[src/stopwatch_pkg.sv]
package stopwatch_pkg;

  // one decimal digit
  typedef logic [3:0] bcd_t;

  localparam bcd_t BCD_NINE = 4'd9; // limit of the ones digits
  localparam bcd_t BCD_FIVE = 4'd5; // limit of the tens digits

  // mm:ss with the most significant digit first
  typedef struct packed {
    bcd_t min_tens;
    bcd_t min_ones;
    bcd_t sec_tens;
    bcd_t sec_ones;
  } time_bcd_t;

  // raw levels or one-cycle strobes
  typedef struct packed {
    logic start_stop;
    logic lap_reset;
  } buttons_t;

  typedef struct packed {
    logic count_en; // digits may advance
    logic clear;    // one-cycle zeroing strobe
    logic lap_hold; // display frozen on lap value
  } ctrl_t;

  typedef enum logic [1:0] {
    IDLE = 2'd0,
    RUN  = 2'd1,
    LAP  = 2'd2,
    STOP = 2'd3
  } sw_state_t;

  // one count step per second at 50 MHz
  localparam int TICK_DIV_DEFAULT = 50_000_000;

endpackage

[src/bcd_digit_counter.sv]
module bcd_digit_counter (
  input  logic                clk,
  input  logic                rst_n,
  input  logic                clear,
  input  logic                carry_in,
  input  stopwatch_pkg::bcd_t limit,
  output stopwatch_pkg::bcd_t q,
  output logic                carry_out
);

  logic at_limit;

  assign at_limit  = (q == limit);
  assign carry_out = carry_in & at_limit; // wrap this cycle, bump next digit

  always_ff @(posedge clk or negedge rst_n) begin
    if (!rst_n) begin
      q <= '0;
    end else if (clear) begin
      q <= '0;
    end else if (carry_in) begin
      if (at_limit) begin
        q <= '0;
      end else begin
        q <= q + 1'b1;
      end
    end
  end

endmodule

[src/lap_counter.sv]
module lap_counter (
  input  logic                     clk,
  input  logic                     rst_n,
  input  logic                     tick,
  input  stopwatch_pkg::ctrl_t     ctrl,
  output stopwatch_pkg::time_bcd_t display
);

  import stopwatch_pkg::*;

  time_bcd_t live;      // running count
  time_bcd_t hold;      // lap snapshot
  logic      saturated;
  logic      step;
  logic      carry_sec_ones;
  logic      carry_sec_tens;
  logic      carry_min_ones;

  assign saturated = (live.min_tens == BCD_FIVE) && (live.min_ones == BCD_NINE) &&
                     (live.sec_tens == BCD_FIVE) && (live.sec_ones == BCD_NINE);

  assign step = tick & ctrl.count_en & ~saturated; // stop at 59:59

  bcd_digit_counter u_sec_ones (
    .clk       (clk),
    .rst_n     (rst_n),
    .clear     (ctrl.clear),
    .carry_in  (step),
    .limit     (BCD_NINE),
    .q         (live.sec_ones),
    .carry_out (carry_sec_ones)
  );

  bcd_digit_counter u_sec_tens (
    .clk       (clk),
    .rst_n     (rst_n),
    .clear     (ctrl.clear),
    .carry_in  (carry_sec_ones),
    .limit     (BCD_FIVE),
    .q         (live.sec_tens),
    .carry_out (carry_sec_tens)
  );

  bcd_digit_counter u_min_ones (
    .clk       (clk),
    .rst_n     (rst_n),
    .clear     (ctrl.clear),
    .carry_in  (carry_sec_tens),
    .limit     (BCD_NINE),
    .q         (live.min_ones),
    .carry_out (carry_min_ones)
  );

  // top digit never carries since saturation stops it first
  bcd_digit_counter u_min_tens (
    .clk       (clk),
    .rst_n     (rst_n),
    .clear     (ctrl.clear),
    .carry_in  (carry_min_ones),
    .limit     (BCD_FIVE),
    .q         (live.min_tens),
    .carry_out ()
  );

  // follows the display, so it keeps itself once lap_hold is up
  always_ff @(posedge clk or negedge rst_n) begin
    if (!rst_n) begin
      hold <= '0;
    end else begin
      hold <= display;
    end
  end

  assign display = ctrl.lap_hold ? hold : live;

endmodule

[src/button_pulse.sv]
module button_pulse (
  input  logic                    clk,
  input  logic                    rst_n,
  input  stopwatch_pkg::buttons_t level,
  output stopwatch_pkg::buttons_t press
);

  import stopwatch_pkg::*;

  buttons_t meta; // first sync stage
  buttons_t sync; // second sync stage
  buttons_t prev; // sync delayed one cycle

  always_ff @(posedge clk or negedge rst_n) begin
    if (!rst_n) begin
      meta <= '0;
      sync <= '0;
      prev <= '0;
    end else begin
      meta <= level;
      sync <= meta;
      prev <= sync;
    end
  end

  // registered rising-edge strobe, one per button
  always_ff @(posedge clk or negedge rst_n) begin
    if (!rst_n) begin
      press <= '0;
    end else begin
      press <= sync & ~prev;
    end
  end

endmodule

[src/stopwatch_ctrl.sv]
module stopwatch_ctrl (
  input  logic                    clk,
  input  logic                    rst_n,
  input  stopwatch_pkg::buttons_t press,
  output stopwatch_pkg::ctrl_t    ctrl
);

  import stopwatch_pkg::*;

  sw_state_t state;
  sw_state_t state_nxt;
  logic      clear_q;
  logic      do_clear;

  always_comb begin
    state_nxt = state;
    do_clear  = 1'b0;
    case (state)
      IDLE: begin
        if (press.start_stop) state_nxt = RUN; // lap_reset ignored here
      end
      RUN: begin
        if (press.start_stop) begin
          state_nxt = STOP;
        end else if (press.lap_reset) begin
          state_nxt = LAP;
        end
      end
      LAP: begin
        if (press.start_stop) begin
          state_nxt = STOP; // release hold, show stopped time
        end else if (press.lap_reset) begin
          state_nxt = RUN;
        end
      end
      STOP: begin
        if (press.start_stop) begin
          state_nxt = RUN;
        end else if (press.lap_reset) begin
          state_nxt = IDLE;
          do_clear  = 1'b1;
        end
      end
      default: state_nxt = IDLE;
    endcase
  end

  always_ff @(posedge clk or negedge rst_n) begin
    if (!rst_n) begin
      state   <= IDLE;
      clear_q <= 1'b0;
    end else begin
      state   <= state_nxt;
      clear_q <= do_clear; // lines up with the new IDLE state
    end
  end

  assign ctrl.count_en = (state == RUN) || (state == LAP);
  assign ctrl.lap_hold = (state == LAP);
  assign ctrl.clear    = clear_q;

endmodule

[src/tick_divider.sv]
module tick_divider #(
  parameter int tick_div = stopwatch_pkg::TICK_DIV_DEFAULT
) (
  input  logic                 clk,
  input  logic                 rst_n,
  input  stopwatch_pkg::ctrl_t ctrl,
  output logic                 tick
);

  localparam int PHASE_W = (tick_div > 1) ? $clog2(tick_div) : 1;

  logic [PHASE_W-1:0] phase;
  logic               last;

  assign last = (phase == PHASE_W'(tick_div - 1));
  assign tick = ctrl.count_en & last; // one cycle per wrap

  always_ff @(posedge clk or negedge rst_n) begin
    if (!rst_n) begin
      phase <= '0;
    end else if (ctrl.clear) begin
      phase <= '0;
    end else if (ctrl.count_en) begin
      phase <= last ? '0 : phase + 1'b1;
    end
  end

endmodule

[src/stopwatch_top.sv]
module stopwatch_top #(
  parameter int tick_div = stopwatch_pkg::TICK_DIV_DEFAULT
) (
  input  logic                     clk,
  input  logic                     rst_n,
  input  stopwatch_pkg::buttons_t  buttons,
  output stopwatch_pkg::time_bcd_t display,
  output logic                     running
);

  import stopwatch_pkg::*;

  buttons_t press; // one-cycle button strobes
  ctrl_t    ctrl;
  logic     tick;  // count strobe

  button_pulse u_button_pulse (
    .clk   (clk),
    .rst_n (rst_n),
    .level (buttons),
    .press (press)
  );

  stopwatch_ctrl u_stopwatch_ctrl (
    .clk   (clk),
    .rst_n (rst_n),
    .press (press),
    .ctrl  (ctrl)
  );

  tick_divider #(
    .tick_div (tick_div)
  ) u_tick_divider (
    .clk   (clk),
    .rst_n (rst_n),
    .ctrl  (ctrl),
    .tick  (tick)
  );

  lap_counter u_lap_counter (
    .clk     (clk),
    .rst_n   (rst_n),
    .tick    (tick),
    .ctrl    (ctrl),
    .display (display)
  );

  assign running = ctrl.count_en;

endmodule

[config.mk]
export PLATFORM = sky130hd
export DESIGN_NAME = stopwatch_top
export DESIGN_NICKNAME = d
export VERILOG_FILES = /design/src/stopwatch_pkg.sv /design/src/bcd_digit_counter.sv /design/src/lap_counter.sv /design/src/button_pulse.sv /design/src/stopwatch_ctrl.sv /design/src/tick_divider.sv /design/src/stopwatch_top.sv
export SDC_FILE = /design/constraint.sdc
export NUM_CORES = 1
export LEC_CHECK = 0
export BUFFER_PORTS_ARGS = -buffer_cell sky130_fd_sc_hd__buf_2
export CAP_MARGIN = 20
export CORE_MARGIN = 1
export CORE_UTILIZATION = 60
export CTS_CLUSTER_SIZE = 25
export DETAILED_ROUTE_END_ITERATION = 12
export PLACE_DENSITY = 0.79
export SKIP_CTS_REPAIR_TIMING = 1
export SLEW_MARGIN = 20
export SYNTH_ARGS = -nofsm -noshare
export SYNTH_HDL_FRONTEND = slang
export SYNTH_SLANG_ARGS = --single-unit
[constraint.sdc]
create_clock -name clk -period 3.1 [get_ports clk]
set_input_delay 0.775 -clock clk [delete_from_list [all_inputs] [get_ports clk]]
set_output_delay 0.775 -clock clk [all_outputs]
set_load 0.01 [all_outputs]
==> out/metrics.cfg <==
[clock_tree]
path_clk_slew_ps = 80
h-tree-depth = 3
tritoncts = yes
clockBufferDepth = 2
numClockSinks = 69
cts_made_buffers = 9
insertion_delay_ps = 350
cts-root-buf = clkbuf_8

[setup_path]
rrSetupSlack_ps = 310
critical_path_peak_fanout = 20
critical_path.endpoint = u_lap_counter.u_min_ones.q[2]
crit_type = reg2reg
startpoint_type = flop
required_ps = 3380
worst-r2r-cell-count = 5
critPathArrivalTime_ps = 3070
r2r_end = u_lap_counter.u_min_ones.q[2]
cp-end-kind = flop
startpoint = u_tick_divider.phase[16]
rr_startpoint = u_tick_divider.phase[16]

[synthesis]
ys_warn_count = 0
synthCells = 338
syn_nets = 356
synth-edff-count = 0
synth_cell_types = 45
avgSynthCellArea_um2 = 10.2
synthFlopType = dfrtp_1
synth-seq-cells = 69
async_flop_share_pct = 100
yosysSeqAreaShare_pct = 50.3
syn-cell-area_mm2 = 0.00343

[final_layout]
area_growth_pct = 11.6
n_antenna_cell = 0
fin_area_mm2 = 0.00383
fin_nets = 382
fill_cells = 423
layout-drive-gt1-share_pct = 16.8

[sta]
final_hold_viol_count = 0
tns_ps = 0
post-route-worst-setup-slack_ps = 309
relSlewSlack_pct = 52.3
fin_crit_ps = 2790
slew_violations = 0
skew_ps = 8.83
finalCritPeriodShare_pct = 90.0
rsz0062_at_grt = false
tightest_slew_ps = 712
setup_viol = 0
max_freq_mhz = 358

[pwr]
power_density_mw_per_mm2 = 573
clock_power_share_pct = 33.5
ir_drop_uv = 511
power.internal_w = 0.00152
p_sw_w = 0.000669
seqPwrFrac_pct = 46.5
p_comb_share_pct = 20.0
p_leak_nw = 1.77
switching_share_pct = 30.5

[placement]
place_congestion = 0.840
numPortBuffers = 20
dp_slack_ps = 320
dp.final_hpwl_um = 4620
place_area_mm2 = 0.00363

[global_routing]
antenna_found_initial = 0
grt_usage_pct = 25.7
grt_pass1_wl_um = 11900
grt_max_degree = 42
grt_pass1_vias = 2634
overflow = 0

[drt]
postRouteAntennaNets = 0
wl_per_cell_um = 15.4
dr_total_vias = 2576
drt-initial-drc-count = 107
first_pass_iters = 4
drt_wl_total_um = 6790
drc = 0
viasPerCell = 5.84

[floorplanning]
die-area_mm2 = 0.00602
io_pins = 21
start_util_pct = 62.3
die_w_um = 77.6
rows = 27
die_h_um = 77.6
core_area_mm2 = 0.00551

[job]
max_cap_violations = 0

[hold_path]
hold_path_class = reg2reg

[run_status]
status = finished clean

==> power groups by stage <==
stage	Sequential (W)	Combinational (W)	Clock, W
after global routing	0.00103	0.000493	0.000784
after floorplan	0.00102	0.000320	0
after detailed placement	0.00104	0.000438	0
after global placement	0.00103	0.000424	0
after CTS	0.00102	0.000444	0.000748
final	0.00102	0.000439	0.000735
==> state kept, by name, summed over array words and instances, names as in the netlist <==
name	count
u_lap_counter.hold	16
u_button_pulse.prev	2
u_button_pulse.meta	2
u_stopwatch_ctrl.state	2
u_lap_counter.u_min_ones.q	4
u_lap_counter.u_sec_ones.q	4
u_tick_divider.phase	26
u_stopwatch_ctrl.clear_q	1
u_button_pulse.press	2
u_button_pulse.sync	2
u_lap_counter.u_sec_tens.q	4
u_lap_counter.u_min_tens.q	4
==> metrics by stage <==
stage / std cells / hold slack, ps / utilization [%] / total power, W
floorplan: 338 / 331 / - / 0.00134
global placement: 425 / 332 / 65.9 / 0.00146
detailed placement: 425 / 336 / 65.9 / 0.00147
CTS: 441 / 354 / 69.6 / 0.00221
global route: 441 / 360 / 69.6 / 0.00230
finish: 441 / 350 / 69.6 / 0.00219
==> synthesized netlist by cell type (2+ instances only) <==
| master | count | area share [%] |
|---|---|---|
| a21oi_1 | 11 | 1.6 |
| a311oi_1 | 2 | 0.51 |
| a31oi_1 | 2 | 0.36 |
| and2_1 | 3 | 0.55 |
| and3_1 | 5 | 0.91 |
| and3b_1 | 4 | 1.0 |
| buf_2 | 3 | 0.44 |
| clkbuf_1 | 7 | 0.77 |
| dfrtp_1 | 69 | 50 |
| ha_1 | 14 | 5.1 |
| inv_1 | 13 | 1.4 |
| mux2_2 | 12 | 3.9 |
| nand2_1 | 20 | 2.2 |
| nand2b_1 | 4 | 0.73 |
| nand3_1 | 12 | 1.8 |
| nand3b_1 | 4 | 0.88 |
| nand4_1 | 19 | 3.5 |
| nor2_1 | 42 | 4.6 |
| nor2b_1 | 3 | 0.55 |
| nor3_1 | 10 | 1.5 |
| nor4_1 | 5 | 0.91 |
| o21ai_0 | 15 | 2.2 |
| o21ba_2 | 2 | 0.58 |
| o22ai_1 | 2 | 0.36 |
| o31ai_1 | 5 | 1.1 |
| or3_1 | 4 | 0.73 |
| or4_1 | 4 | 0.88 |
| or4_4 | 2 | 0.66 |
| xnor2_1 | 11 | 2.8 |
| xor2_1 | 14 | 3.6 |
==> cell usage in the layout (no fill, tap or decap), types with 3 or more instances in the layout <==
cell type | synthesis | layout
nand4_1 | 19 | 19
and3_1 | 5 | 5
a21oi_1 | 11 | 11
nor4_1 | 5 | 5
ha_1 | 14 | 14
o31ai_1 | 5 | 5
xor2_1 | 14 | 14
or4_1 | 4 | 4
inv_1 | 13 | 13
nand3b_1 | 4 | 4
o21ai_0 | 15 | 15
and2_1 | 3 | 3
nand2b_1 | 4 | 4
nor2b_1 | 3 | 3
or3_1 | 4 | 4
buf_2 | 3 | 20
xnor2_1 | 11 | 11
clkbuf_8 | 0 | 10
buf_4 | 0 | 6
dfrtp_1 | 69 | 69
and3b_1 | 4 | 4
mux2_2 | 12 | 12
nand2_1 | 20 | 20
nor3_1 | 10 | 10
clkinvlp_4 | 0 | 3
nor2_1 | 42 | 42
nand3_1 | 12 | 12
==> worst min-delay path by stage <==
| stage | start | to | slack, ps | cells after the start |
|---|---|---|---|---|
| floorplan | u_button_pulse.meta[0] | u_button_pulse.sync[0] | 330 | 0 |
| global placement | u_button_pulse.meta[1] | u_button_pulse.sync[1] | 330 | 0 |
| detailed placement | u_button_pulse.meta[1] | u_button_pulse.sync[1] | 340 | 0 |
| CTS | u_button_pulse.meta[1] | u_button_pulse.sync[1] | 350 | 0 |
| global route | u_button_pulse.meta[1] | u_button_pulse.sync[1] | 360 | 0 |
| finish | u_button_pulse.meta[1] | u_button_pulse.sync[1] | 350 | 0 |
==> cell type report <==
cell class,count,area [µm²],area share (%)
clock buffer,10,138,3.59
clock inverter,6,62.6,1.63
multi-input combinational,244,1600,41.8
timing repair buffer,27,165,4.31
tap,72,90.1,2.35
sequential,69,1730,45.1
inverter,13,48.8,1.27
==> worst max-delay path, cell delays in order (launching register included) <==
cell and delay, ps:
dfrtp_1 440, or4b_1 560, or4_1 550, or2_1 440
or4_1 580, a21oi_1 150
==> kinds of logic after synthesis <==
group | count (synthesis) | synth area share, %
muxes | 13 | 4.23
buffers and inverters | 25 | 3.06
adders and majority gates | 14 | 5.11
AOI/OAI and AO/OA | 43 | 7.70
DFF | 69 | 50.3
xor gates and xnor gates | 25 | 6.38
and+or+nand+nor | 149 | 23.2
==> metal layers <==
metal,global-route usage (%),vias to the layer above,part of all wire (%)
met5,0,-,0
met4,9.62,0,1.6
met3,7.29,12,4.0
met2,44.5,55,52
met1,30.2,1266,43
li1,-,1243,-
No activity file was read; power rests on OpenSTA's default activity.
